## config.mk

```make
export PLATFORM = sky130hd
export DESIGN_NAME = thread_dispatch
export DESIGN_NICKNAME = d
export VERILOG_FILES = /design/src/dispatch_pkg.sv /design/src/thread_dispatch.sv
export VERILOG_INCLUDE_DIRS = /design/src /design/src/src
export SDC_FILE = /design/constraint.sdc
export NUM_CORES = 1
export LEC_CHECK = 0
export ABC_CLOCK_PERIOD_IN_PS = 7500
export BUFFER_PORTS_ARGS = -buffer_cell sky130_fd_sc_hd__buf_2
export CELL_PAD_IN_SITES_DETAIL_PLACEMENT = 0
export CELL_PAD_IN_SITES_GLOBAL_PLACEMENT = 2
export CORE_UTILIZATION = 31
export CTS_BUF_LIST = sky130_fd_sc_hd__clkbuf_4 sky130_fd_sc_hd__clkbuf_8
export CTS_CLUSTER_DIAMETER = 120
export DETAILED_ROUTE_END_ITERATION = 8
export PLACE_DENSITY_LB_ADDON = 0.05
export RECOVER_POWER = 25
export SLEW_MARGIN = 20
export SYNTH_ARGS = -nofsm -noshare
export SYNTH_HDL_FRONTEND = slang
export SYNTH_SLANG_ARGS = --single-unit
```

## constraint.sdc

```tcl
create_clock -name clock -period 7.5 [get_ports clock]
set_input_delay 0.375 -clock clock [delete_from_list [all_inputs] [get_ports clock]]
set_output_delay 0.375 -clock clock [all_outputs]
set_load 0.05 [all_outputs]
```

## src/dispatch_macros.svh

```systemverilog
/* Dispatch widths and depths */

`ifndef DISPATCH_MACROS_SVH
`define DISPATCH_MACROS_SVH

// Thread ID and issue number width
`define DISP_ID_W       8

// Instruction memory address and thread length
`define DISP_ADDR_W     10
`define DISP_LEN_W      10

// Instruction and header word width
`define DISP_WORD_W     32

// Table and memory sizes
`define DISP_THREADS    16
`define DISP_IMEM_DEPTH 1024

`endif

```

## src/dispatch_pkg.sv

```systemverilog
/* Dispatch shared types */

`default_nettype none

`include "dispatch_macros.svh"

package dispatch_pkg;

	typedef logic [`DISP_ID_W-1:0]   id_t;
	typedef logic [`DISP_ADDR_W-1:0] addr_t;
	typedef logic [`DISP_LEN_W-1:0]  len_t;
	typedef logic [`DISP_WORD_W-1:0] word_t;

	//////////////////////////////////////////////////
	// Thread map entry
	typedef struct packed {
		addr_t base;   // First instruction
		len_t  length; // Instruction count, never zero
	} map_entry_t;

	//////////////////////////////////////////////////
	// Host program write port
	typedef enum logic {
		PROG_MAP,
		PROG_IMEM
	} prog_target_e;

	typedef struct packed {
		logic         wr;     // One-cycle strobe
		prog_target_e target;
		addr_t        addr;   // Map index or memory address
		word_t        data;
	} prog_wr_t;

	// Stream to the thread processing units
	typedef struct packed {
		logic  valid;
		word_t word;
	} instr_out_t;

	typedef enum logic [2:0] {
		DSP_IDLE,
		DSP_LOOKUP,
		DSP_SEND_ID,
		DSP_SEND_ISSUE,
		DSP_SEND_LEN,
		DSP_SEND_INSTRS
	} dispatch_state_e;

endpackage

`default_nettype wire

```

## src/thread_dispatch.sv

```systemverilog
/* Thread dispatch controller */

`timescale 1ns/1ps
`default_nettype none

module thread_dispatch (
	input  logic                     clock,
	input  logic                     reset,
	input  logic                     disp_start,
	input  dispatch_pkg::id_t        disp_thread,
	input  dispatch_pkg::id_t        disp_issue_no,
	output logic                     busy,
	output logic                     lookup_req,
	output dispatch_pkg::id_t        lookup_thread,
	input  logic                     lookup_ack,
	input  dispatch_pkg::map_entry_t lookup_entry,
	output logic                     imem_rd,
	output dispatch_pkg::addr_t      imem_addr,
	input  dispatch_pkg::word_t      imem_data,
	output dispatch_pkg::instr_out_t instr_out,
	output logic                     send_thread,
	output logic                     end_send
);
	import dispatch_pkg::*;

	dispatch_state_e state;

	// Thread being dispatched
	id_t   r_thread;
	id_t   r_issue_no;
	len_t  r_length;  // For the header word
	len_t  r_remain;  // Reads still to issue
	addr_t r_addr;

	// Output stage
	logic  hdr_valid;
	word_t hdr_word;
	logic  rd_d1;     // Memory word on imem_data

	logic  sending;
	logic  last_read;
	logic  got_entry;

	assign sending   = state == DSP_SEND_INSTRS;
	assign last_read = sending && (r_remain == len_t'(1));
	assign got_entry = (state == DSP_LOOKUP) && lookup_ack;

	assign lookup_req    = state == DSP_LOOKUP;
	assign lookup_thread = r_thread;

	assign imem_rd     = sending;
	assign imem_addr   = r_addr;
	assign send_thread = sending;
	assign end_send    = last_read;

	// Stays up through the trailing word
	assign busy = (state != DSP_IDLE) || rd_d1;

	// Memory data goes out one cycle behind its read
	assign instr_out.valid = hdr_valid || rd_d1;
	assign instr_out.word  = hdr_valid ? hdr_word : imem_data;

	//////////////////////////////////////////////////
	// Header output stage

	always_ff @(posedge clock) begin
		if (reset) begin
			hdr_valid <= 1'b0;
			rd_d1     <= 1'b0;
		end else begin
			hdr_valid <= state inside {DSP_SEND_ID, DSP_SEND_ISSUE, DSP_SEND_LEN};
			rd_d1     <= sending;
		end
	end

	// Order is ID, issue number, length
	always_ff @(posedge clock) begin
		case (state)
			DSP_SEND_ID:    hdr_word <= word_t'(r_thread);
			DSP_SEND_ISSUE: hdr_word <= word_t'(r_issue_no);
			default:        hdr_word <= word_t'(r_length);
		endcase
	end

	//////////////////////////////////////////////////
	// Request and map capture

	always_ff @(posedge clock) begin
		if (disp_start && state == DSP_IDLE) begin
			r_thread   <= disp_thread;
			r_issue_no <= disp_issue_no;
		end
	end

	always_ff @(posedge clock) begin
		if (got_entry) begin
			r_addr   <= lookup_entry.base;
			r_length <= lookup_entry.length;
		end else if (sending) begin
			r_addr <= r_addr + 1'b1;
		end
	end

	always_ff @(posedge clock) begin
		if (reset)
			r_remain <= '0;
		else if (got_entry)
			r_remain <= lookup_entry.length;
		else if (sending)
			r_remain <= r_remain - 1'b1;
	end

	//////////////////////////////////////////////////
	// Dispatch FSM

	always_ff @(posedge clock) begin
		if (reset) begin
			state <= DSP_IDLE;
		end else begin
			case (state)
				DSP_IDLE: begin
					if (disp_start)
						state <= DSP_LOOKUP;
				end
				DSP_LOOKUP: begin
					if (lookup_ack)
						state <= DSP_SEND_ID;
				end
				DSP_SEND_ID:    state <= DSP_SEND_ISSUE;
				DSP_SEND_ISSUE: state <= DSP_SEND_LEN;
				DSP_SEND_LEN:   state <= DSP_SEND_INSTRS;
				DSP_SEND_INSTRS: begin
					if (last_read)
						state <= DSP_IDLE;
				end
				default: state <= DSP_IDLE;
			endcase
		end
	end

	// Only the word read with end_send may trail into idle
	quiet_idle_a: assert property (@(posedge clock) disable iff (reset)
		(instr_out.valid && state inside {DSP_IDLE, DSP_LOOKUP}) |-> $past(end_send));

endmodule

`default_nettype wire

```

### Yosys cells after proc, flatten, opt, wreduce, memory -nomap -nowiden

Index checks and enable logic that the tools add are counted.

| storage, ports and cells | value |
|---|---|
| register bits | 83 |
| bits in latches | 0 |
| bits in writable memories | 0 |
| bits in read-only memories | 0 |
| bits of input ports | 72 |
| output and inout port bits | 56 |
| logic and storage cells | 40 |
| memories | 0 |

| operators by class | value |
|---|---|
| add/subtract/negate cells | 2 |
| multipliers | 0 |
| div/mod/pow operators | 0 |
| magnitude comparators | 0 |
| equality and inequality tests | 9 |
| shifts and indexed selects | 0 |
| mux-type cells | 10 |
| bitwise operators | 0 |
| reductions and logical operators | 10 |

Operators by type and width:

| operator | count |
|---|---|
| $mux W10 | 4 |
| $mux W32 | 1 |
| $pmux W10 S2 | 1 |
| $pmux W3 S6 | 1 |
| $add A10 B1 Y10 const B | 1 |
| $eq A10 B1 Y1 const B | 1 |
| $sub A10 B1 Y10 const B | 1 |
| $mux W3 | 3 |
| $eq A3 B2 Y1 const B | 2 |
| $eq A3 B3 Y1 const B | 2 |
| $reduce_bool A3 Y1 | 2 |
| $ne A2 B2 Y1 const B | 2 |
| $eq A3 B1 Y1 const B | 1 |
| $logic_and A1 B1 Y1 | 3 |
| $logic_not A3 Y1 | 1 |
| $reduce_and A3 Y1 | 1 |
| $logic_or A1 B1 Y1 | 2 |
| $ne A2 B1 Y1 const B | 1 |
| $reduce_bool A2 Y1 | 1 |

### Logic depth before layout (Yosys ltp)

| depth | value |
|---|---|
| depth in word-level cells | 4 |
| gate-level depth with buffers | 9 |
| depth with buffers taken out | 6 |

### Worst setup path before layout

No wires, ideal clock.

| timing | value |
|---|---|
| kind | flip-flop to flip-flop |
| start point | register state[0] |
| end point | register r_thread[0], in the netlist lookup_thread[0], enable pin |
| setup time | 0.436 ns |
| data arrival time | 2.539 ns |
| data required time | 7.064 ns |
| slack | 4.525 ns |
| stages on the path, launching flop included | 4 |
| clock period less this slack | 2.975 ns |
| cells stage by stage | dfxtp_1 -> buf_4 -> clkbuf_1 -> nor4b_1 |

| on the way | value |
|---|---|
| cells in the longest elaborated chain, start to end | 2 |

Ends and longest elaborated chain:

| element | line | RTL |
|---|---|---|
| start, declared | thread_dispatch.sv:26 | `dispatch_state_e state;` |
| start signal, assigned | thread_dispatch.sv:118 | `state <= DSP_IDLE;` |
| start signal, assigned | thread_dispatch.sv:123 | `state <= DSP_LOOKUP;` |
| start signal, assigned | thread_dispatch.sv:127 | `state <= DSP_SEND_ID;` |
| $logic_not A3 Y1 | thread_dispatch.sv:89 | `if (disp_start && state == DSP_IDLE) begin` |
| $logic_and A1 B1 Y1 | thread_dispatch.sv:89 |  |
| end signal, assigned | thread_dispatch.sv:90 | `r_thread <= disp_thread;` |
| end, declared | thread_dispatch.sv:29 | `id_t r_thread;` |

Every way passes these cells.
A chain may end at the register's enable or synchronous reset.

### Final worst setup path

| timing | value |
|---|---|
| start point | register state[0] |
| end point | register r_remain[6] |

| on the way | value |
|---|---|
| cells in the longest elaborated chain, start to end | 3 |
| elaborated cells between the ends (all ways) | 5 |
| those cells by class | eq/ne: 2; mux: 1; reduce/logical: 2 |

Ends and longest elaborated chain:

| element | line | RTL |
|---|---|---|
| $eq A3 B1 Y1 | thread_dispatch.sv:46 | `assign got_entry = (state == DSP_LOOKUP) && lookup_ack;` |
| $logic_and A1 B1 Y1 | thread_dispatch.sv:46 |  |
| $mux W10 or $reduce_bool A2 Y1 (tied branches) | n/a |  |
| end signal, assigned | thread_dispatch.sv:108 | `r_remain <= lookup_entry.length;` |
| end signal, assigned | thread_dispatch.sv:110 | `r_remain <= r_remain - 1'b1;` |
| end, declared | thread_dispatch.sv:32 | `len_t r_remain;` |

Parallel ways exist; a longest one is shown, timed or not.

==> metrics.md <==
| Metric | Value |
|---|---|
| Post-synth EDFFs | 36 |
| Synth warn | 0 |
| Crit path cell chain | nand2b_4 -> or3b_1 -> clkinv_4 -> nor3_2 -> a2111oi_2 |
| Crit path max-delay cell type | dfxtp_1 |
| DIE WIDTH | 97.7 um |
| Leak Pwr | 1.50 nW |
| Outcome | finished with violations |
| Core area | 0.00881 mm2 |
| Largest net degree at the start of global routing | 34 |
| Power per cell area | 231 mW/mm2 |
| Psw | 0.276 mW |
| Synth Area in Simple Gates | 20.1% |
| Maxcap violations | 0 |
| Post-Syn Instances | 262 |
| Final setup violation count | 0 |
| Final WL | 6.86 mm |
| Syn nets | 337 |
| Sw Ratio | 32.4% |
| Post-synthesis mux area share | 6.78% |
| WP data required | 7720 ps |
| Crit path arrival time | 2760 ps |
| CTS tree | done |
| Clock buffer count from CTS | 9 |
| CP top delay family | flip-flops |
| Violation count after the first detailed-route iteration | 120 |
| Cell Int Power | 0.575 mW |
| Post-Syn Area | 0.00284 mm2 |
| Initial Utilization | 32.3% |
| Layout Utilization | 41.8% |
| Crit path largest cell delay | 890 ps |
| Nets | 459 |
| Post-Synth Adder-Cell Area | 1.32% |
| Detail Placement HPWL | 5.01 mm |
| Worst-path clk slew | 70 ps |
| Port-buffer cells | 127 |
| Routed Antenna Nets | 0 |
| Post-CTS setup buffer count | 0 |
| TritonCTS Sinks | 61 |
| # H-tree levels | 3 |
| Full die area | 0.00955 mm2 |
| Worst setup EP type | register |
| I/O pin count | 128 |
| Mapped Avg Cell Area | 10.8 um2 |
| RSZ-0062 raised after global routing | false |
| Part of the power in registers | 47.7% |
| Vias per cell | 4.54 |
| Routed via count | 2,256 |
| Cts hold-fix bufs | 0 |
| Sequential cell area fraction in the yosys report | 55.7% |
| Row count | 34 |
| Die Ht | 97.7 um |
| Worst path bufs/invs | 1 |
| First-pass GRT wire length | 11.0 mm |
| Area Overhead vs Synth | 29.5% |
| Root buf cell | clkbuf_8 |
| Final Slew Violations | 0 |
| Area leader, netlist | edfxtp_1 |
| Main synth FF type | edfxtp_1 |
| Worst slew margin | 34.3% |
| ANT cells | 0 |
| Crit-path max FO | 29 |
| Logic pwr share | 21.5% |
| Largest family of logic cells by synthesized area | simple AND/OR/NAND/NOR gates |
| Proportion of power drawn by the clock network | 30.8% |
| Vias in the first global route | 2,145 |
| Top cells by area, synth | edfxtp_1, dfxtp_1, nor2b_1, mux2_2, nand2_1 |
| Maximum vdd drop | 0.0793 mV |
| Yosys top cell area share | 38.0% |
| Worst clock skew | 10.5 ps |
| Clk_lat worst skew | 330 ps |
| Compound-Gate Fraction of Synth Area | 8.06% |
| Layout cells sized above 1 | 36.2% |
| DRC viols | 20 |
| #FFs+latches synth | 61 |
| Asr flop ratio synth | 0% |
| Routed len/inst | 13.8 um |
| CP Class | reg2reg |
| Post-Synth XOR/XNOR Area | 3.70% |
| Worst-Margin Slew | 982 ps |
| Final cycle utilization of the critical path | 33.8% |
| Final Hold Fails | 0 |
| Setup Total Neg Slack | 0 ps |
| Minimum clock period | 2540 ps |
| Max Clock Freq | 394 MHz |
| Initial antenna violation count | 0 |
| Worst Hold Class | in2reg |
| RD Place Congestion | 0.726 |
| Violated checks | DRC |
| Unique masters post-synth | 44 |
| Total Routing Usage GR | 14.7% |
| # resized after CTS | 0 |
| Drt first pass iters | 6 |
| Type of origin of the critical path | register |
| Clock buffer depth | 2 |
| GRT overflow | 0 |
==> layer usage <==
metal	track usage (%)	wire length, um	up-vias
li1	-	-	1174
met1	20.5	3320	1018
met2	21.9	3110	62
met3	4.80	392	2
met4	4.20	40	0
met5	0	0	-
==> power by group through the flow <==
| stage | logic [mW] | registers [mW] | clock network, mW |
|---|---|---|---|
| floorplan | 0.125 | 0.424 | 0 |
| global placement | 0.186 | 0.413 | 0 |
| detailed placement | 0.187 | 0.413 | 0 |
| CTS | 0.188 | 0.406 | 0.272 |
| global route | 0.198 | 0.410 | 0.286 |
| finish | 0.183 | 0.406 | 0.262 |
==> cell type report <==
cell class | count | area (um2)
clock buffers | 12 | 153
repair buffers | 128 | 616
clock inverters | 4 | 25.0
fillers | 894 | 5120
well taps | 108 | 135
multi-input cells | 178 | 1140
inverters | 6 | 27.5
flip-flops and latches | 61 | 1580
==> per-stage QoR <==
stage,hold WS [ps],cell area (um2),power (mW),cells,setup WS (ps)
final,211,3680,0.851,497,4960
after floorplan,418,2840,0.549,262,4530
after detailed placement,436,3530,0.601,481,4940
after global routing,190,3680,0.893,497,4780
after global placement,433,3530,0.599,481,5040
after CTS,191,3710,0.866,497,4910
==> state kept, by name, summed over array words and instances, names as in the netlist <==
register / flops
lookup_thread: 8
imem_addr: 10
r_length: 10
r_issue_no: 8
state: 3
r_remain: 10
hdr_word: 10
rd_d1: 1
hdr_valid: 1
==> cell usage after synthesis (all sizes together) (2+ instances only) <==
cell    count
edfxtp     36
nor2b      23
mux2i       8
mux2       10
nand2b      2
dfxtp      25
a211oi      6
clkbuf     11
and2        2
a21oi      12
nor3b       2
nand3      10
nand3b      2
xnor2       7
nand4       4
nand2      22
inv         5
or2         2
ha          3
xor2        5
nor4        3
nor3        8
buf         6
o21ai      17
nor2       19
==> path summary, 6_finish.rpt <==
check,startpoint,endpoint,slack (ps),cells past startpoint
worst min register to register,r_length[8]$_DFFE_PP_,hdr_word[8]$_DFF_P_,450,1
worst max register to register,state[0]$_SDFFE_PP0P_,r_remain[6]$_SDFFE_PP0P_,4960,5
worst min-delay path,disp_thread[1],lookup_thread[1]$_DFFE_PP_,210,1
worst max-delay path,state[0]$_SDFFE_PP0P_,r_remain[6]$_SDFFE_PP0P_,4960,5
==> cells in the final DEF (no fill, tap or decap), types with 12 or more instances in the layout <==
cell type,count
edfxtp_1,36
a21oi_1,12
nor2_1,19
dfxtp_1,24
nand2_1,22
nor2b_1,23
clkbuf_1,22
buf_2,105
o21ai_0,16
==> kinds of logic after synthesis <==
| family | count (synthesis) |
|---|---|
| compound gates | 39 |
| xor+xnor | 12 |
| fa+ha+maj | 3 |
| buf+inv | 23 |
| flops | 61 |
| mux | 18 |
| simple gates | 106 |
Note: power is estimated with default switching activity, not from simulation.
