$ cat config.mk
export PLATFORM = sky130hd
export DESIGN_NAME = thread_map
export DESIGN_NICKNAME = d
export VERILOG_FILES = /design/src/dispatch_pkg.sv /design/src/thread_map.sv
export VERILOG_INCLUDE_DIRS = /design/src /design/src/src
export SDC_FILE = /design/constraint.sdc
export NUM_CORES = 1
export LEC_CHECK = 0
export BUFFER_PORTS_ARGS = -buffer_cell sky130_fd_sc_hd__buf_2
export CAP_MARGIN = 20
export CORE_ASPECT_RATIO = 0.7
export CORE_UTILIZATION = 55
export DETAILED_ROUTE_END_ITERATION = 10
export GPL_TIMING_DRIVEN = 0
export PLACE_DENSITY = 0.73
export SYNTH_ARGS = -nofsm -noshare
export SYNTH_HDL_FRONTEND = slang
export SYNTH_SLANG_ARGS = --single-unit
$ cat constraint.sdc
create_clock -name clock -period 3.73 [get_ports clock]
set_input_delay 0.746 -clock clock [delete_from_list [all_inputs] [get_ports clock]]
set_output_delay 0.746 -clock clock [all_outputs]
set_load 0.02 [all_outputs]
$ cat src/dispatch_macros.svh
/* Dispatch widths and depths */

`ifndef DISPATCH_MACROS_SVH
`define DISPATCH_MACROS_SVH

// Thread ID and issue number width
`define DISP_ID_W       8

// Instruction memory address and thread length
`define DISP_ADDR_W     10
`define DISP_LEN_W      10

// Instruction and header word width
`define DISP_WORD_W     32

// Table and memory sizes
`define DISP_THREADS    16
`define DISP_IMEM_DEPTH 1024

`endif

$ cat src/dispatch_pkg.sv
/* Dispatch shared types */

`default_nettype none

`include "dispatch_macros.svh"

package dispatch_pkg;

	typedef logic [`DISP_ID_W-1:0]   id_t;
	typedef logic [`DISP_ADDR_W-1:0] addr_t;
	typedef logic [`DISP_LEN_W-1:0]  len_t;
	typedef logic [`DISP_WORD_W-1:0] word_t;

	//////////////////////////////////////////////////
	// Thread map entry
	typedef struct packed {
		addr_t base;   // First instruction
		len_t  length; // Instruction count, never zero
	} map_entry_t;

	//////////////////////////////////////////////////
	// Host program write port
	typedef enum logic {
		PROG_MAP,
		PROG_IMEM
	} prog_target_e;

	typedef struct packed {
		logic         wr;     // One-cycle strobe
		prog_target_e target;
		addr_t        addr;   // Map index or memory address
		word_t        data;
	} prog_wr_t;

	// Stream to the thread processing units
	typedef struct packed {
		logic  valid;
		word_t word;
	} instr_out_t;

	typedef enum logic [2:0] {
		DSP_IDLE,
		DSP_LOOKUP,
		DSP_SEND_ID,
		DSP_SEND_ISSUE,
		DSP_SEND_LEN,
		DSP_SEND_INSTRS
	} dispatch_state_e;

endpackage

`default_nettype wire

$ cat src/thread_map.sv
/* Thread map table */

`timescale 1ns/1ps
`default_nettype none

`include "dispatch_macros.svh"

module thread_map (
	input  logic                     clock,
	input  logic                     reset,
	input  dispatch_pkg::prog_wr_t   prog_wr,
	input  logic                     lookup_req,
	input  dispatch_pkg::id_t        lookup_thread,
	output logic                     lookup_ack,
	output dispatch_pkg::map_entry_t lookup_entry
);
	import dispatch_pkg::*;

	localparam int IDX_W = $clog2(`DISP_THREADS);

	map_entry_t       map_q [`DISP_THREADS];
	logic [IDX_W-1:0] wr_idx;
	logic [IDX_W-1:0] rd_idx;
	logic             take_req;

	assign wr_idx   = prog_wr.addr[IDX_W-1:0];
	assign rd_idx   = lookup_thread[IDX_W-1:0];
	assign take_req = lookup_req && !lookup_ack;

	// Base in data[9:0], length in data[25:16]
	always_ff @(posedge clock) begin
		if (prog_wr.wr && prog_wr.target == PROG_MAP) begin
			map_q[wr_idx] <= '{
				base:   prog_wr.data[`DISP_ADDR_W-1:0],
				length: prog_wr.data[16 +: `DISP_LEN_W]
			};
		end
	end

	// Lookup handshake
	always_ff @(posedge clock) begin
		if (reset) begin
			lookup_ack <= 1'b0;
		end else if (take_req) begin
			lookup_ack <= 1'b1;
		end else if (!lookup_req) begin
			lookup_ack <= 1'b0; // Return to zero
		end
	end

	// Entry held while ack is up
	always_ff @(posedge clock) begin
		if (take_req)
			lookup_entry <= map_q[rd_idx];
	end

	// No ack out of nowhere
	no_stray_ack_a: assert property (@(posedge clock) disable iff (reset)
		(!lookup_req && !lookup_ack) |=> !lookup_ack);

endmodule

`default_nettype wire

# Word-level counts from Yosys, hierarchy flattened

Memories as Yosys holds them, arrays and structs flattened. A register that Yosys moved wholly into a read port is not among the register bits.
Cells that the tools add are included.

Reductions and logical operators: 3
Equal/unequal tests: 1
Muxes and demuxes: 4
Bitwise operators: 1

Operator list:

| operator           | count |
|---|---|
| $mux 1             | 4 |
| $logic_and 1x1->1  | 2 |
| $ne 2x1->1 const B | 1 |
| $logic_not 1->1    | 1 |
| $not 1->1          | 1 |

Memories: 1
RAM bits: 320
Word-level logic and storage cells: 11
Output and inout port bits: 21
Bits of input ports: 55
Register bits: 1

Memories:

| name  | words | bits a word | rd ports | clocked after memory_dff | write ports | line             | RTL |
|---|---|---|---|---|---|---|---|
| map_q | 16    | 20          | 1        | 1                        | 1           | thread_map.sv:21 | `` map_entry_t map_q [`DISP_THREADS]; `` |

# Longest topological paths before layout

Gate-level depths: netlist (run 1).

Depth after elaboration: 4
Mapped depth: 5
Mapped depth without buffers: 3

# Least setup slack after synthesis (run 1)

No wires, ideal clock.

Path type: input -> register
Start point: input port prog_wr[34] (netlist name)
End point: memory map_q[0][0] (netlist name) (enable)
Path slack: 0.788 ns
Cell stages on the path: 3
Data required time: 3.308 ns
Setup time: 0.422 ns
Data arrival time: 2.520 ns
Buffers on the path: 0
Cell sequence: nor3b_1 nand2b_1 nor3_1

RTL lines:

| what        | line             | RTL |
|---|---|---|
| from (decl) | thread_map.sv:11 | `input dispatch_pkg::prog_wr_t prog_wr,` |
| to (decl)   | thread_map.sv:21 |  |

Straight into the memory's write port.

==> results by group, run 1 <==
STA
  • Setup Skew: 0.0175 ns
  • RSZ-0062 raised after global routing: false
  • Tightest Pin Transition: 1.08 ns
  • Minimum clock period: 2.22 ns
  • Fmax: 451 MHz
  • Max_slew headroom: 27.5%
  • Slew Viols, Final: 0
  • Number of setup violations in the final report: 0
  • TNS Setup: 0 ns
  • Final Hold Fails: 0
  • Final Cycle Share: 59.5%

Global route
  • GR met3 Demand/Resource: 4.30%
  • Largest net degree at the start of global routing: 17
  • Global-route wire length before repair: 37,600 um
  • Initial antenna violation count: 2
  • Met1 Use GR: 33.2%
  • Met2 usage: 34.5%
  • GRT Total Usage: 22.2%
  • Gr ovfl total: 0
  • Vias in the first global route: 6,042
  • Gr busiest metal: met2

Routing
  • Initial DRC count: 585
  • Vias per cell: 6.12
  • Drt drc: 0
  • Via count: 5,984
  • Final WL: 25,400 um
  • Routed length per placed instance: 26.0 um
  • DR pass1 iterations: 5
  • Post-route ant nets: 0

Hold path
  • Hold Path Class: in -> reg
  • Hold Path Origin: reset

Finish
  • Nets: 695
  • Share of cells above drive strength 1: 31.5%
  • Area grow syn2layout: 16.4%
  • Fillers: 1,399

Power and ir drop
  • Overall Power: 8000 uW
  • VDD IR-drop max: 435 uV
  • Pleak: 0.00482 uW
  • PwrDens: 538 nW/um^2

Setup path
  • CP peak stage delay: 0.57 ns
  • R2r startpoint: map_q[1][12]
  • Critical Path RT: 4.02 ns
  • CP max FO: 10
  • Crit path DAT: 2.51 ns
  • Critical Path Start: lookup_thread[1]
  • Worst path slowest cell: clkbuf_1
  • Critical Path Sink Type: register
  • Startpoint types: primary input
  • CP cell instances: buf_2 > clkbuf_1 > mux4_1 > a22oi_1 > nand2_1
  • Crit Path Category: in -> reg

Placement
  • Final GP Congestion: 0.759
  • DPL Wire Length: 16,600 um
  • IO buf count: 51

Die
  • Row cnt: 46
  • Initial Util: 56.2%
  • Die area: 23,800 sq um
  • Die height: 129 um
  • Io pins: 76
  • Placeable Area: 22,700 sq um
  • Chip width: 184 um

Yosys
  • Simple-gate area share of the yosys netlist: 1.79%
  • Synth unique cells: 18
  • Post-Syn Area: 12,800 sq um
  • Post-Synth Adder-Cell Area: 0%
  • Part of the Yosys area used for sequential elements: 80.1%
  • Flip-flop and latch count after synthesis: 341
  • Main combinational cell family by area after synthesis: multiplexers
  • Mux share of post-synthesis cell area: 14.6%
  • Syn Area/Cell: 23.8 sq um
  • Post-synthesis net count: 592
  • Post-Synthesis Cells: 537
  • Synth warn: 0
  • Post-synthesis compound-gate area fraction: 2.35%
  • Post-Synth XOR/XNOR Area: 0%

CTS
  • CTS buffer count: 31
  • Root buffer cell: clkbuf_16
  • Clk sink count: 341
  • Clock Latency Late Sink: 0.56 ns
  • Post-CTS Hold Fix Bufs: 0
  • Clock transition at path regs: 0.06 ns
  • H-Tree Depth: 1
  • CTS max path bufs: 3
  • TritonCTS clock tree: yes
  • # Post-CTS Setup Buffers: 0
  • Post_cts resized: 0

Outcome
  • Status: finished, final reports clean

Run
  • Max_cap viols: 0
## path summary, 6_finish.rpt
| path | cells past startpoint | to | slack [ns] |
|---|---|---|---|
| max | 5 | lookup_entry[5] | 1.51 |
| min | 2 | lookup_ack | 0.34 |
| max reg2reg | 3 | lookup_entry[12] | 2.01 |
| min reg2reg | 1 | lookup_entry[5] | 0.65 |
## worst max-delay path, delay by kind of cell
kind            cells  cell delay [ns]
mux                 1             0.45
simple gates        1             0.15
compound gates      1             0.39
buf+inv             2             0.76
## metal layers
metal	routed length [um]	vias up
met3	2080	43
met5	0	-
li1	-	2522
met4	491	0
met2	11900	270
met1	10900	3149
## cell usage after synthesis
library cell	n	area (sq um)
a22oi_1	40	300
and2_1	1	6.26
buf_2	1	5.00
buf_4	4	30.0
buf_6	5	56.3
clkbuf_1	16	60.1
dfxtp_1	1	20.0
edfxtp_1	340	10200
mux4_1	16	420
mux4_2	64	1440
nand2_1	22	82.6
nand2b_1	3	18.8
nand4b_1	1	8.76
nand4bb_1	1	11.3
nor2_1	13	48.8
nor2b_1	4	25.0
nor3_1	4	20.0
nor3b_1	1	7.51
## area by class of cell
type / instances / area [sq um] / share of cell area (%)
Antenna cell: 2 / 5.00 / 0.0337
Tap cell: 312 / 390 / 2.63
Multi-Input combinational cell: 170 / 2440 / 16.4
Clock buffer: 36 / 795 / 5.35
Buffer: 26 / 151 / 1.02
Sequential cell: 341 / 10200 / 68.8
Clock inverter: 20 / 275 / 1.85
Timing Repair Buffer: 70 / 572 / 3.85
## flip-flops by register name, summed over array words and instances (netlist names)
register / count
lookup_ack: 1
lookup_entry: 20
map_q: 320
## cells in the final DEF, fill, tap and decap left out, drive strengths merged
| cell | n |
|---|---|
| a22oi | 40 |
| and2 | 1 |
| buf | 80 |
| bufinv | 7 |
| clkbuf | 52 |
| clkinv | 12 |
| dfxtp | 1 |
| diode | 2 |
| edfxtp | 340 |
| inv | 1 |
| mux4 | 80 |
| nand2 | 22 |
| nand2b | 3 |
| nand4b | 1 |
| nand4bb | 1 |
| nor2 | 13 |
| nor2b | 4 |
| nor3 | 4 |
| nor3b | 1 |
## kinds of logic after synthesis
| family | after synthesis |
|---|---|
| flip-flops | 341 |
| multiplexers | 80 |
| AO/OA/AOI/OAI | 40 |
| buffers and inverters | 26 |
| AND/OR/NAND/NOR | 50 |
## report_power, final
group          total (uW)  switching [uW]  leakage (uW)  internal, uW
registers            4290            13.2       0.00309          4280
clock network        3310            1310      0.000531          2000
logic                 388             240       0.00121           149
total                8000            1570       0.00482          6430
## stage by stage
stage                     instances  utilization (%)  worst slack (ns)  hold slack [ns]  cell area (sq um)
after floorplan                 537                -             0.788            0.710              12800
after global placement          900             59.0            -0.803            0.722              13400
after detailed placement        919             60.6             0.981            0.642              13800
after CTS                       975             65.3              1.56            0.331              14900
after global routing            977             65.4              1.43            0.349              14900
final                           977             65.4              1.51            0.343              14900
Power figures use the tool's default switching activity.
==> inputs of run 2 (changes only) <==
==> constraint.sdc (replaced) <==
create_clock -name clock -period 2.2 [get_ports clock]
set_input_delay 0.44 -clock clock [delete_from_list [all_inputs] [get_ports clock]]
set_output_delay 0.44 -clock clock [all_outputs]
set_load 0.02 [all_outputs]
==> results by group, run 2 (synthesized netlist as in run 1, its figures left out) <==
Outcome
  • Status: finished, final reports clean

Setup path
  • Crit path to: lookup_entry[0]
  • R2r startpoint: map_q[1][10]
  • Worst path slowest cell: clkbuf_1
  • Critical Path RT: 2.48 ns
  • Crit Path Category: in -> reg
  • CP cell instances: buf_2 > clkbuf_1 > mux4_2 > a22oi_1 > nand2_1
  • Startpoint types: primary input
  • Worst R2R Setup Slack: 0.47 ns
  • CP peak stage delay: 0.58 ns
  • Crit path DAT: 2.23 ns
  • Critical Path Start: lookup_thread[1]
  • Reg2Reg Depth: 3
  • Critical Path Sink Type: register
  • CP max FO: 10
  • RR Endpoint: lookup_entry[10]

Routing
  • Post-route ant nets: 0
  • Drt drc: 0
  • Vias per cell: 6.13
  • Initial DRC count: 715
  • Final WL: 25,900 um
  • Routed length per placed instance: 26.6 um
  • Via count: 5,959
  • DR pass1 iterations: 5

Die
  • Io pins: 76
  • Placeable Area: 22,700 sq um
  • Row cnt: 46
  • Die height: 129 um
  • Chip width: 184 um
  • Initial Util: 56.2%
  • Die area: 23,800 sq um

Finish
  • Area grow syn2layout: 14.9%
  • Share of cells above drive strength 1: 29.7%
  • Max FFs per register: 320
  • Nets: 693
  • Register area: 10,200 sq um
  • Largest register by flop count: map_q
  • Highest-count cells in the layout ignoring fill and taps: edfxtp_1 (340), mux4_2 (64), buf_2 (52)
  • Fillers: 1,420
  • Footprint of the multi-input gates: 2470 sq um
  • Final Util: 64.6%
  • Biggest regs: map_q: 320 flops, lookup_entry: 20 flops, lookup_ack: 1 flops
  • Antenna cell count: 0
  • Post-route cell area: 14,700 sq um
  • Commonest non-fill, non-tap cell in the layout: edfxtp_1

CTS
  • Clock Latency Late Sink: 0.55 ns
  • Clock transition at path regs: 0.06 ns
  • H-Tree Depth: 1
  • CTS buffer count: 31
  • Root buffer cell: clkbuf_16
  • CTS max path bufs: 3
  • TritonCTS clock tree: yes
  • Post-CTS Hold Fix Bufs: 0
  • Post_cts resized: 0
  • Clk sink count: 341
  • # Post-CTS Setup Buffers: 0

STA
  • Final Hold Fails: 0
  • Minimum clock period: 1.95 ns
  • Number of setup violations in the final report: 0
  • Fmax: 514 MHz
  • Slew Viols, Final: 0
  • Hold WS: 0.0441 ns
  • Setup Skew: 0.0121 ns
  • Max_slew headroom: 47.7%
  • RSZ-0062 raised after global routing: false
  • Final Cycle Share: 88.5%
  • Tightest Pin Transition: 0.783 ns

Run
  • Max_cap viols: 0

Power and ir drop
  • VDD IR-drop max: 744 uV
  • Pleak: 0.00472 uW
  • PwrDens: 864 nW/um^2

Global route
  • GRT Total Usage: 22.8%
  • Largest net degree at the start of global routing: 17
  • Vias in the first global route: 6,049
  • Initial antenna violation count: 0
  • Global-route wire length before repair: 38,200 um
  • Gr ovfl total: 0

Hold path
  • Hold Path Class: in -> reg

Placement
  • Final GP Congestion: 0.765
  • DP Area: 13,800 sq um
  • DPL Wire Length: 16,900 um
  • IO buf count: 51
## run 2: cell types whose count changed in the layout (fill, tap and decap cells not counted), sizes merged
cell      before  now
clkinvlp       0    1
bufinv         7    0
diode          2    0
inv            1    0
clkinv        12   18
buf           80   78
## run 2: cell type report
type                    instances  share of cell area [%]
flip-flops and latches        341                    69.7
well taps                     312                    2.66
repair buffers                 68                    3.82
clock buffers                  36                    5.41
clock inverters                19                   0.554
plain buffers                  26                    1.03
multi-input cells             170                    16.8
## run 2: critical path, delay by kind of cell
family | cells | cell delay [ns]
buffers and inverters | 2 | 0.79
muxes | 1 | 0.43
AOI/OAI and AO/OA | 1 | 0.45
and+or+nand+nor | 1 | 0.11
## run 2: worst min path at each step
stage / slack, ns / from / endpoint / cells past startpoint
floorplan: 0.51 / reset / lookup_ack / 1
global placement: 0.60 / reset / lookup_ack / 2
detailed placement: 0.60 / reset / lookup_ack / 2
CTS: 0.02 / reset / lookup_ack / 2
global route: 0.04 / reset / lookup_ack / 2
finish: 0.04 / reset / lookup_ack / 2
## run 2: power by group
group	leakage (uW)	switching, uW	internal (uW)
Combinational	0.00121	410	252
Clock	0.000428	2190	2550
Sequential	0.00309	22.9	7260
## run 2: per-stage QoR
stage,TNS (ns),std cells,setup slack (ns),power (uW)
global route,0,972,0.187,13100
finish,0,972,0.254,12700
CTS,0,972,0.301,12800
floorplan,0,537,0.0980,7780
global placement,-223.86,900,-0.963,8030
detailed placement,-7.11,917,-0.254,8080
## run 2: layer usage
layer | track usage [%] | up-vias | part of all wire, %
li1 | - | 2521 | -
met1 | 33.2 | 3107 | 41
met5 | 0 | - | 0
met3 | 4.16 | 38 | 8.4
met2 | 35.8 | 293 | 49
met4 | 7.25 | 0 | 1.9
