File: src/dispatch_macros.svh
/* Dispatch widths and depths */

`ifndef DISPATCH_MACROS_SVH
`define DISPATCH_MACROS_SVH

// Thread ID and issue number width
`define DISP_ID_W       8

// Instruction memory address and thread length
`define DISP_ADDR_W     10
`define DISP_LEN_W      10

// Instruction and header word width
`define DISP_WORD_W     32

// Table and memory sizes
`define DISP_THREADS    16
`define DISP_IMEM_DEPTH 1024

`endif

File: src/dispatch_pkg.sv
/* Dispatch shared types */

`default_nettype none

`include "dispatch_macros.svh"

package dispatch_pkg;

	typedef logic [`DISP_ID_W-1:0]   id_t;
	typedef logic [`DISP_ADDR_W-1:0] addr_t;
	typedef logic [`DISP_LEN_W-1:0]  len_t;
	typedef logic [`DISP_WORD_W-1:0] word_t;

	//////////////////////////////////////////////////
	// Thread map entry
	typedef struct packed {
		addr_t base;   // First instruction
		len_t  length; // Instruction count, never zero
	} map_entry_t;

	//////////////////////////////////////////////////
	// Host program write port
	typedef enum logic {
		PROG_MAP,
		PROG_IMEM
	} prog_target_e;

	typedef struct packed {
		logic         wr;     // One-cycle strobe
		prog_target_e target;
		addr_t        addr;   // Map index or memory address
		word_t        data;
	} prog_wr_t;

	// Stream to the thread processing units
	typedef struct packed {
		logic  valid;
		word_t word;
	} instr_out_t;

	typedef enum logic [2:0] {
		DSP_IDLE,
		DSP_LOOKUP,
		DSP_SEND_ID,
		DSP_SEND_ISSUE,
		DSP_SEND_LEN,
		DSP_SEND_INSTRS
	} dispatch_state_e;

endpackage

`default_nettype wire

File: src/issue_front.sv
/* Host issue front end */

`timescale 1ns/1ps
`default_nettype none

module issue_front (
	input  logic              clock,
	input  logic              reset,
	input  logic              issue_req,
	input  dispatch_pkg::id_t issue_thread,
	output logic              issue_ack,
	input  logic              busy,
	output logic              disp_start,
	output dispatch_pkg::id_t disp_thread,
	output dispatch_pkg::id_t disp_issue_no
);
	import dispatch_pkg::*;

	id_t  issue_cnt; // Next issue number
	logic accept;

	// Fresh request only, with ack low and dispatch idle
	assign accept = issue_req && !issue_ack && !busy;

	// Four-phase handshake and issue counter
	always_ff @(posedge clock) begin
		if (reset) begin
			issue_ack  <= 1'b0;
			disp_start <= 1'b0;
			issue_cnt  <= '0;
		end else begin
			disp_start <= accept; // Same cycle as ack rising
			if (accept) begin
				issue_ack <= 1'b1;
				issue_cnt <= issue_cnt + 1'b1; // Wraps at 8 bits
			end else if (!issue_req) begin
				issue_ack <= 1'b0;
			end
		end
	end

	// Request payload handed to dispatch
	always_ff @(posedge clock) begin
		if (accept) begin
			disp_thread   <= issue_thread;
			disp_issue_no <= issue_cnt;
		end
	end

	// Host must see ack until it lets go of req
	ack_held_a: assert property (@(posedge clock) disable iff (reset)
		(issue_ack && issue_req) |=> issue_ack);

	// Start only reaches an idle dispatch
	start_idle_a: assert property (@(posedge clock) disable iff (reset)
		disp_start |-> !busy);

endmodule

`default_nettype wire

File: config.mk
export PLATFORM = sky130hd
export DESIGN_NAME = issue_front
export DESIGN_NICKNAME = d
export VERILOG_FILES = /design/src/dispatch_pkg.sv /design/src/issue_front.sv
export VERILOG_INCLUDE_DIRS = /design/src /design/src/src
export SDC_FILE = /design/constraint.sdc
export NUM_CORES = 1
export LEC_CHECK = 0
export BUFFER_PORTS_ARGS = -buffer_cell sky130_fd_sc_hd__buf_2
export CAP_MARGIN = 20
export CELL_PAD_IN_SITES_DETAIL_PLACEMENT = 0
export CELL_PAD_IN_SITES_GLOBAL_PLACEMENT = 1
export CORE_UTILIZATION = 34
export CTS_BUF_LIST = sky130_fd_sc_hd__clkbuf_16
export CTS_CLUSTER_DIAMETER = 150
export CTS_CLUSTER_SIZE = 16
export DETAILED_ROUTE_END_ITERATION = 7
export GPL_TIMING_DRIVEN = 0
export PLACE_DENSITY = 0.82
export SETUP_SLACK_MARGIN = 0.5
export SYNTH_ARGS = -nofsm -noshare
export SYNTH_HDL_FRONTEND = slang
export SYNTH_SLANG_ARGS = --single-unit
File: constraint.sdc
create_clock -name clock -period 2.5 [get_ports clock]
set_input_delay 0.5 -clock clock [delete_from_list [all_inputs] [get_ports clock]]
set_output_delay 0.5 -clock clock [all_outputs]
set_load 0.02 [all_outputs]
# ---- Yosys cells after proc, flatten, opt, wreduce, memory -nomap -nowiden
# Cells that the tools add are included.
# W data, S select, Z words.
dict set report classes {
  addsub 1
  reduce_logical 4
  n_eq_ne 1
  n_mux 2
}
# op n
set ops {}
lappend ops {{$add A8 B1 Y8 const B} 1}
lappend ops {{$logic_and A1 B1 Y1} 2}
lappend ops {{$logic_not A1 Y1} 2}
lappend ops {{$mux W1} 2}
lappend ops {{$ne A2 B1 Y1 const B} 1}
dict set report word_totals {
  wordCells 13
  out_inout_bits 18
  inputBits 12
  ff_bits 26
}

# ---- Depth between registers and ports, before layout
# Gate-level depths: netlist (run 1).
dict set report depth {
  word_depth 4
  depth_mapped 4
  depth_no_buf 4
}

# ---- Worst setup path before layout (run 1)
# Ideal clock, no wire load.
dict set report synth_path {
  path_kind {input to register}
  from {in busy}
  to {reg issue_cnt[1]}
  n_path_buf 0
  arrival_ns 2.307
  setup_slack_ns 0.065
  setup_ns 0.128
  required_ns 2.372
  cell_stages 3
  cell_sequence {nor3b_1 > mux2i_1 > nor2_1}
}
dict set report synth_via {
  elab_chain_cells 2
}
# element line
set synth_rtl {}
lappend synth_rtl {{start: declaration} issue_front.sv:12} ;# input logic busy,
lappend synth_rtl {{$logic_not A1 Y1} issue_front.sv:23} ;# assign accept = issue_req && !issue_ack && !busy;
lappend synth_rtl {{$logic_and A1 B1 Y1} issue_front.sv:23}
lappend synth_rtl {{end signal: assignment} issue_front.sv:35} ;# issue_cnt <= issue_cnt + 1'b1;
lappend synth_rtl {{end: declaration} issue_front.sv:19} ;# id_t issue_cnt;
# Every way passes these cells.
# A chain may end at the register's enable or synchronous reset.

# ---- Worst setup path after layout (run 1)
dict set report layout_path {
  from {reg issue_ack}
  to {reg disp_thread[5] (enable)}
}
dict set report layout_via {
  elab_chain_cells 3
}
# element line
set layout_rtl {}
lappend layout_rtl {{start: declaration} issue_front.sv:11} ;# output logic issue_ack,
lappend layout_rtl {{start signal: assignment} issue_front.sv:28} ;# issue_ack <= 1'b0;
lappend layout_rtl {{start signal: assignment} issue_front.sv:34} ;# issue_ack <= 1'b1;
lappend layout_rtl {{start signal: assignment} issue_front.sv:37} ;# issue_ack <= 1'b0;
lappend layout_rtl {{$logic_not A1 Y1} issue_front.sv:23}
lappend layout_rtl {{$logic_and A1 B1 Y1 (2 in a row)} issue_front.sv:23}
lappend layout_rtl {{via accept} issue_front.sv:20} ;# logic accept;
lappend layout_rtl {{end signal: assignment} issue_front.sv:45} ;# disp_thread <= issue_thread;
lappend layout_rtl {{end: declaration} issue_front.sv:14} ;# output dispatch_pkg::id_t disp_thread,
# The timed path passes the listed nets, and every way through them passes these cells.

==> impl_metrics.csv, run 1 <==
group,metric,value,unit
status,outcome,"finished, final reports clean",
power_and_ir_drop,vdd_ir_drop_max,478,µV
routing,drt-pass1-iter-count,3,
grt,grt_util_met3,0.0172,
grt,grt_max_degree,15,
clock_tree,cts_hold_repair.buffers,0,
cells_and_area,final_design_area_no_fill,1170,µm²
grt,use_met1,0.128,
timing,layout_worst_path_cycle_share,0.590,
floorplanning,placement_rows,18,
cells_and_area,design.final.nets,108,
clock_tree,cts_post_setup_buffers_inserted,0,
cells_and_area,ant_diodes,0,
place,port_buffers,28,
setup_path,worst_setup_path_end_kind,"flip-flop",
synth,yosys_most_used_dff,"edfxtp_1",
grt,groute.usage.overall,0.116,
synth,synthDominantCellAreaShare,0.533,
synth,synth_warnings,0,
clock_tree,cts-buffers-inserted,3,
synth,synthDominantAreaCellType,"edfxtp_1",
timing,worst_hold_slack,0.424,ns
timing,setup_viol,0,
floorplanning,pin_count,30,
routing,drc,0,
synth,post_synth.cell_area_avg,14.8,µm²
floorplanning,core_region_area,2500,µm²
grt,grtUsageMet2,0.202,
timing,worst-slew-pin-transition,0.666,ns
synth,post_synth_instance_area,902,µm²
synth,synth_sequential_area_ratio,0.755,
floorplanning,die-area,2860,µm²
hold_path,hold_class,"input pin to flip-flop",
synth,synthesis.nets,74,
power_and_ir_drop,cellLeakagePower,0.442,nW
timing,maxSlewViolCount,0,
clock_tree,clkSlewWorstSetupHoldPaths,0.06,ns
timing,setup_repair_after_global_routing_missed_its_margin,"false",
floorplanning,fp.dieW,53.5,µm
setup_path,path_class,"flip-flop to flip-flop",
power_and_ir_drop,power.density,736,nW/µm²
setup_path,worst_ep_arrival_time,1.44,ns
timing,slew_limit_headroom,0.554,
timing,setup_total_negative_slack,0,ns
clock_tree,cts_max_path_buffers,2,
synth,synth_enable_flop_cells,16,
place,gp_congestion,0.623,
routing,detail_route.wl_per_cell,11.7,µm
grt,grt.busiest_layer,"met2",
place,dpl_cell_area,1100,µm²
clock_tree,cts_root_buffer,"clkbuf_16",
clock_tree,number_of_clock_sinks,26,
place,placement.setup.worst_slack,0.729,ns
synth,number_of_cells_produced_by_synthesis,61,
grt,grt_pass1_wl,2.28,mm
routing,antenna_left,0,
flow_run,cap_violations,0,
routing,dr.first_iter.drc_count,10,
floorplanning,vert_die_dim,53.5,µm
routing,routed_via_density,4.81,
clock_tree,clock_latency,0.25,ns
place,dp_hpwl,1.10,mm
grt,grt_pass1_vias,536,
setup_path,cp_data_required_time,2.46,ns
clock_tree,htree_num_levels,1,
cells_and_area,post_route_cells_drive_above_1_share,0.372,
clock_tree,cts_tree,"built",
floorplanning,floorplan.initialDensity,0.361,
timing,finalWorstSetupSlack,1.02,ns
timing,fin_crit,1.48,ns
timing,fmaxAchievable,678,MHz
synth,register_bit_count_reported_by_yosys,26,
routing,route.vias.total,596,
clock_tree,cts_resized,0,
timing,fin_worst_skew,0.00141,ns
grt,globalRouteOverflowTotal,0,
setup_path,critical_path_peak_fanout,12,
setup_path,worst_setup_path_start_kind,"flip-flop",
cells_and_area,syn2layout_area_growth,30.2,%
synth,ys_types,19,
grt,number_of_antenna_violations_at_the_first_check_in_global_routing,0,
synth,synth-async-reset-ratio,0,
routing,totalWireLength,1.45,mm
synth,synth_top_cells_by_area,"edfxtp_1 53%, dfxtp_1 22%, a21oi_1 2.8%",
timing,hold_viol,0,
[cell usage after synthesis, drive strengths merged, types with 2 or more instances]
library cell,instances
or3,3
nor2,3
edfxtp,16
nor2b,2
dfxtp,10
nand2,4
o21ai,3
xnor2,2
nor3b,2
or4,2
o31ai,2
a21oi,5
[placed cells by master (no fill, tap or decap)]
master and count:
nand4bb_1 1, nand2_1 4, edfxtp_1 16, nand4_1 1
nor3b_2 1, ha_1 1, buf_6 1, nor2_1 3
clkbuf_16 3, dfxtp_1 10, or4_1 2, mux2i_1 1
buf_2 29, inv_1 1, nor2b_1 2, o21ai_0 3
or3_1 3, and4bb_2 1, nor3b_1 1, xnor2_1 2
clkbuf_1 1, a21oi_1 5, o31ai_1 2
[kinds of logic (layout without fill, tap and decap cells)]
kind of cell | count (synthesis) | after routing | share of synthesized area
fa+ha+maj | 1 | 1 | 0.0139
mux | 1 | 1 | 0.0111
xor+xnor | 2 | 2 | 0.0194
simple gates | 19 | 19 | 0.130
compound gates | 10 | 10 | 0.0610
flops | 26 | 26 | 0.755
buf+inv | 2 | 35 | 0.00970
[sequential cells by signal, indices dropped and copies added (netlist names)]
signal,flops
issue_ack,1
disp_start,1
disp_issue_no,8
disp_thread,8
issue_cnt,8
[layout make-up]
cell class                      count  area (µm²)
Fill cell                         214        1330
Sequential cell                    26         681
Multi-Input combinational cell     33         218
Timing Repair Buffer               29         151
Clock buffer                        3        75.1
Tap cell                           30        37.5
Buffer                              2        8.76
Clock inverter                      1        3.75
[critical path: stages (launching register included)]
cell     delay (ns)
dfxtp_1        0.34
nor3b_2        0.59
buf_6          0.25
[worst paths after layout]
path                                   from                          to  slack [ns]  cells past startpoint
setup / recovery     issue_ack$_SDFFE_PP0P_    disp_thread[5]$_DFFE_PP_        1.02                      2
hold / removal              issue_thread[7]    disp_thread[7]$_DFFE_PP_        0.42                      1
setup reg to reg     issue_ack$_SDFFE_PP0P_    disp_thread[5]$_DFFE_PP_        1.02                      2
hold reg to reg   issue_cnt[7]$_SDFFE_PP0P_  disp_issue_no[7]$_DFFE_PP_        0.46                      0
[report_power, final]
group	internal [mW]	switching (mW)
Combinational	0.0212	0.0330
Clock	0.213	0.121
Sequential	0.470	0.00609
[per-layer routing]
metal | vias up | routed length (µm)
li1 | 298 | -
met1 | 265 | 613
met2 | 28 | 690
met3 | 5 | 104
met4 | 0 | 42
met5 | - | 0
[metrics by stage]
step / power, mW / std cells / utilization
floorplan: 0.516 / 61 / -
global placement: 0.537 / 119 / 0.434
detailed placement: 0.541 / 120 / 0.438
CTS: 0.879 / 124 / 0.470
global route: 0.895 / 124 / 0.470
finish: 0.864 / 124 / 0.470
Note: power is estimated with default switching activity, not from simulation.
==> run 2: changes to the inputs <==
clock period = 1.2 ns   (was 2.5 ns; I/O delays follow)
==> run 2 against run 1 <==
The flow now finishes with violations (setup timing). Register-to-register slack got worse by 1.2 ns. Cell count increased by 8.1%. Via count is 7.9% higher. Critical path type unchanged.
==> impl_metrics.csv, run 2 (synthesized netlist as in run 1, its figures left out) <==
group,metric,value,unit
grt,grt_pass1_vias,638,
clock_tree,cts_root_buffer,"clkbuf_16",
routing,drc,0,
hold_path,hold_class,"input pin to flip-flop",
floorplanning,fp.dieW,53.5,µm
cells_and_area,filler_cell_count,189,
place,port_buffers,28,
setup_path,cp_data_required_time,1.38,ns
floorplanning,pin_count,30,
cells_and_area,layout.cells.most_common_list,"24 x buf_6, 16 x edfxtp_1, 10 x buf_2, 5 x dfxtp_1",
cells_and_area,largest_registers,"disp_issue_no (8), disp_thread (8), issue_cnt (8)",
clock_tree,cts-buffers-inserted,3,
timing,fin_worst_skew,0.00311,ns
hold_path,timing.hold.worst.start,"issue_thread[4]",
clock_tree,cts_max_path_buffers,2,
setup_path,critical_path_peak_fanout,6,
timing,layout_worst_path_cycle_share,1.11,
timing,setup_repair_after_global_routing_missed_its_margin,"true",
routing,detail_route.wl_per_cell,13.8,µm
routing,antenna_left,0,
routing,totalWireLength,1.85,mm
power_and_ir_drop,cellLeakagePower,0.557,nW
setup_path,worst_r2r_path_depth,4,
status,violations,"setup timing",
grt,globalRouteOverflowTotal,0,
timing,worst-slew-pin-transition,0.541,ns
clock_tree,number_of_clock_sinks,26,
grt,groute.usage.overall,0.132,
setup_path,path_class,"flip-flop to flip-flop",
clock_tree,clock_latency,0.25,ns
power_and_ir_drop,vdd_ir_drop_max,1440,µV
floorplanning,die-area,2860,µm²
timing,fmaxAchievable,752,MHz
routing,route.vias.total,643,
floorplanning,core_region_area,2500,µm²
timing,finalWorstSetupSlack,-0.129,ns
timing,slew_limit_headroom,0.640,
timing,setup_viol,23,
routing,dr.first_iter.drc_count,9,
hold_path,hold_path_depth,1,
cells_and_area,ant_diodes,0,
timing,setup_total_negative_slack,-1.80,ns
setup_path,crit_path_cell_trace,"nand4bb_1 > buf_6 > or4_1 > a21oi_2",
routing,routed_via_density,4.80,
grt,grt_max_degree,15,
setup_path,r2r_setup_slack,-0.13,ns
floorplanning,placement_rows,18,
flow_run,cap_violations,0,
hold_path,hold_path_end,"disp_thread[4]$_DFFE_PP_",
setup_path,timing.rr.start,"issue_ack$_SDFFE_PP0P_",
setup_path,worst_setup_path_start_kind,"flip-flop",
floorplanning,floorplan.initialDensity,0.361,
grt,number_of_antenna_violations_at_the_first_check_in_global_routing,0,
clock_tree,clkSlewWorstSetupHoldPaths,0.06,ns
clock_tree,htree_num_levels,1,
timing,hold_viol,0,
timing,fin_crit,1.33,ns
setup_path,worst_setup_path_end_kind,"flip-flop",
status,outcome,"complete, but fails checks",
timing,maxSlewViolCount,0,
cells_and_area,syn2layout_area_growth,64.6,%
setup_path,ff_to_ff_end,"issue_cnt[7]$_SDFFE_PP0P_",
cells_and_area,post_route_cells_drive_above_1_share,0.577,
cells_and_area,final_common_cell,"buf_6",
setup_path,cpLargestDelayFamily,"simple AND/OR/NAND/NOR gates",
floorplanning,vert_die_dim,53.5,µm
setup_path,crit_path_top_delay_cell,"or4_1",
grt,grt_pass1_wl,2.59,mm
clock_tree,cts_tree,"built",
cells_and_area,design.final.nets,118,
setup_path,critPathMaxStageDelay,0.43,ns
routing,drt-pass1-iter-count,4,
setup_path,worst_ep_arrival_time,1.51,ns
place,dp_hpwl,1.06,mm
power_and_ir_drop,power.total,1.91,mW
setup_path,critical_path_buf_inv_count,1,
place,gp_congestion,0.653,
power_and_ir_drop,power.density,1290,nW/µm²
## run 2: cell types whose count changed in the layout (fill, tap and decap cells not counted), moves of 3 or more
cell     previous run  this run
dfxtp_1            10         5
a21oi_2             0         4
buf_4               0         3
dfxtp_2             0         3
buf_2              29        10
a21oi_1             5         1
buf_6               1        24
## run 2: worst max path at each step
stage / start / endpoint / slack (ns) / cells past startpoint
floorplan: issue_ack$_SDFFE_PP0P_ / issue_cnt[1]$_SDFFE_PP0P_ / -0.18 / 3
finish: issue_ack$_SDFFE_PP0P_ / issue_cnt[7]$_SDFFE_PP0P_ / -0.13 / 4
detailed placement: busy / issue_cnt[1]$_SDFFE_PP0P_ / -0.40 / 4
global route: issue_ack$_SDFFE_PP0P_ / issue_cnt[5]$_SDFFE_PP0P_ / -0.17 / 5
global placement: busy / issue_cnt[1]$_SDFFE_PP0P_ / -0.38 / 4
CTS: issue_ack$_SDFFE_PP0P_ / issue_cnt[6]$_SDFFE_PP0P_ / -0.12 / 4
## run 2: cell type report
cell class              count  area [µm²]  area share
clock inverters             1        3.75     0.00253
clock buffers               3        75.1      0.0505
repair buffers             39         387       0.260
well taps                  30        37.5      0.0253
multi-input cells          33         275       0.185
plain buffers               2        15.0      0.0101
flip-flops and latches     26         692       0.466
## run 2: worst reg2reg max path: stages, from the launching register on
cell and delay (ns):
dfxtp_4 0.34, nand4bb_1 0.19, buf_6 0.16, or4_1 0.43
a21oi_2 0.14
## run 2: stage by stage
step	hold slack (ns)	setup slack [ns]	instances	util	area [µm²]
final	0.163	-0.129	134	0.594	1490
after detailed placement	0.425	-0.405	119	0.440	1100
after global placement	0.420	-0.376	119	0.440	1100
after floorplan	0.339	-0.177	61	-	923
after global routing	0.162	-0.173	134	0.594	1490
after CTS	0.163	-0.115	131	0.567	1420
## run 2: metal layers
| metal | vias to the layer above | global-route usage | wire [µm] |
|---|---|---|---|
| li1 | 317 | - | - |
| met1 | 300 | 0.125 | 785 |
| met2 | 24 | 0.254 | 957 |
| met3 | 2 | 0.0345 | 92 |
| met4 | 0 | 0.0658 | 12 |
| met5 | - | 0 | 0 |
## run 2: timing repair
item | 4_1_cts | 5_1_grt
pin swaps | 4 | 3
endpoints found under the setup margin | 43 | 46
endpoints found under the hold margin | 0 | 0
cloned | 0 | 1
resized for setup | 52 | 8
hold buffers | 0 | 0
setup buffers | 8 | 2
## run 2: power by group
group          total, mW  switching, mW  internal (mW)  leakage (nW)
clock              0.716          0.271          0.445        0.0423
sequential         0.998         0.0184          0.980         0.233
combinational      0.197         0.0868          0.110         0.282
total               1.91          0.376           1.53         0.557
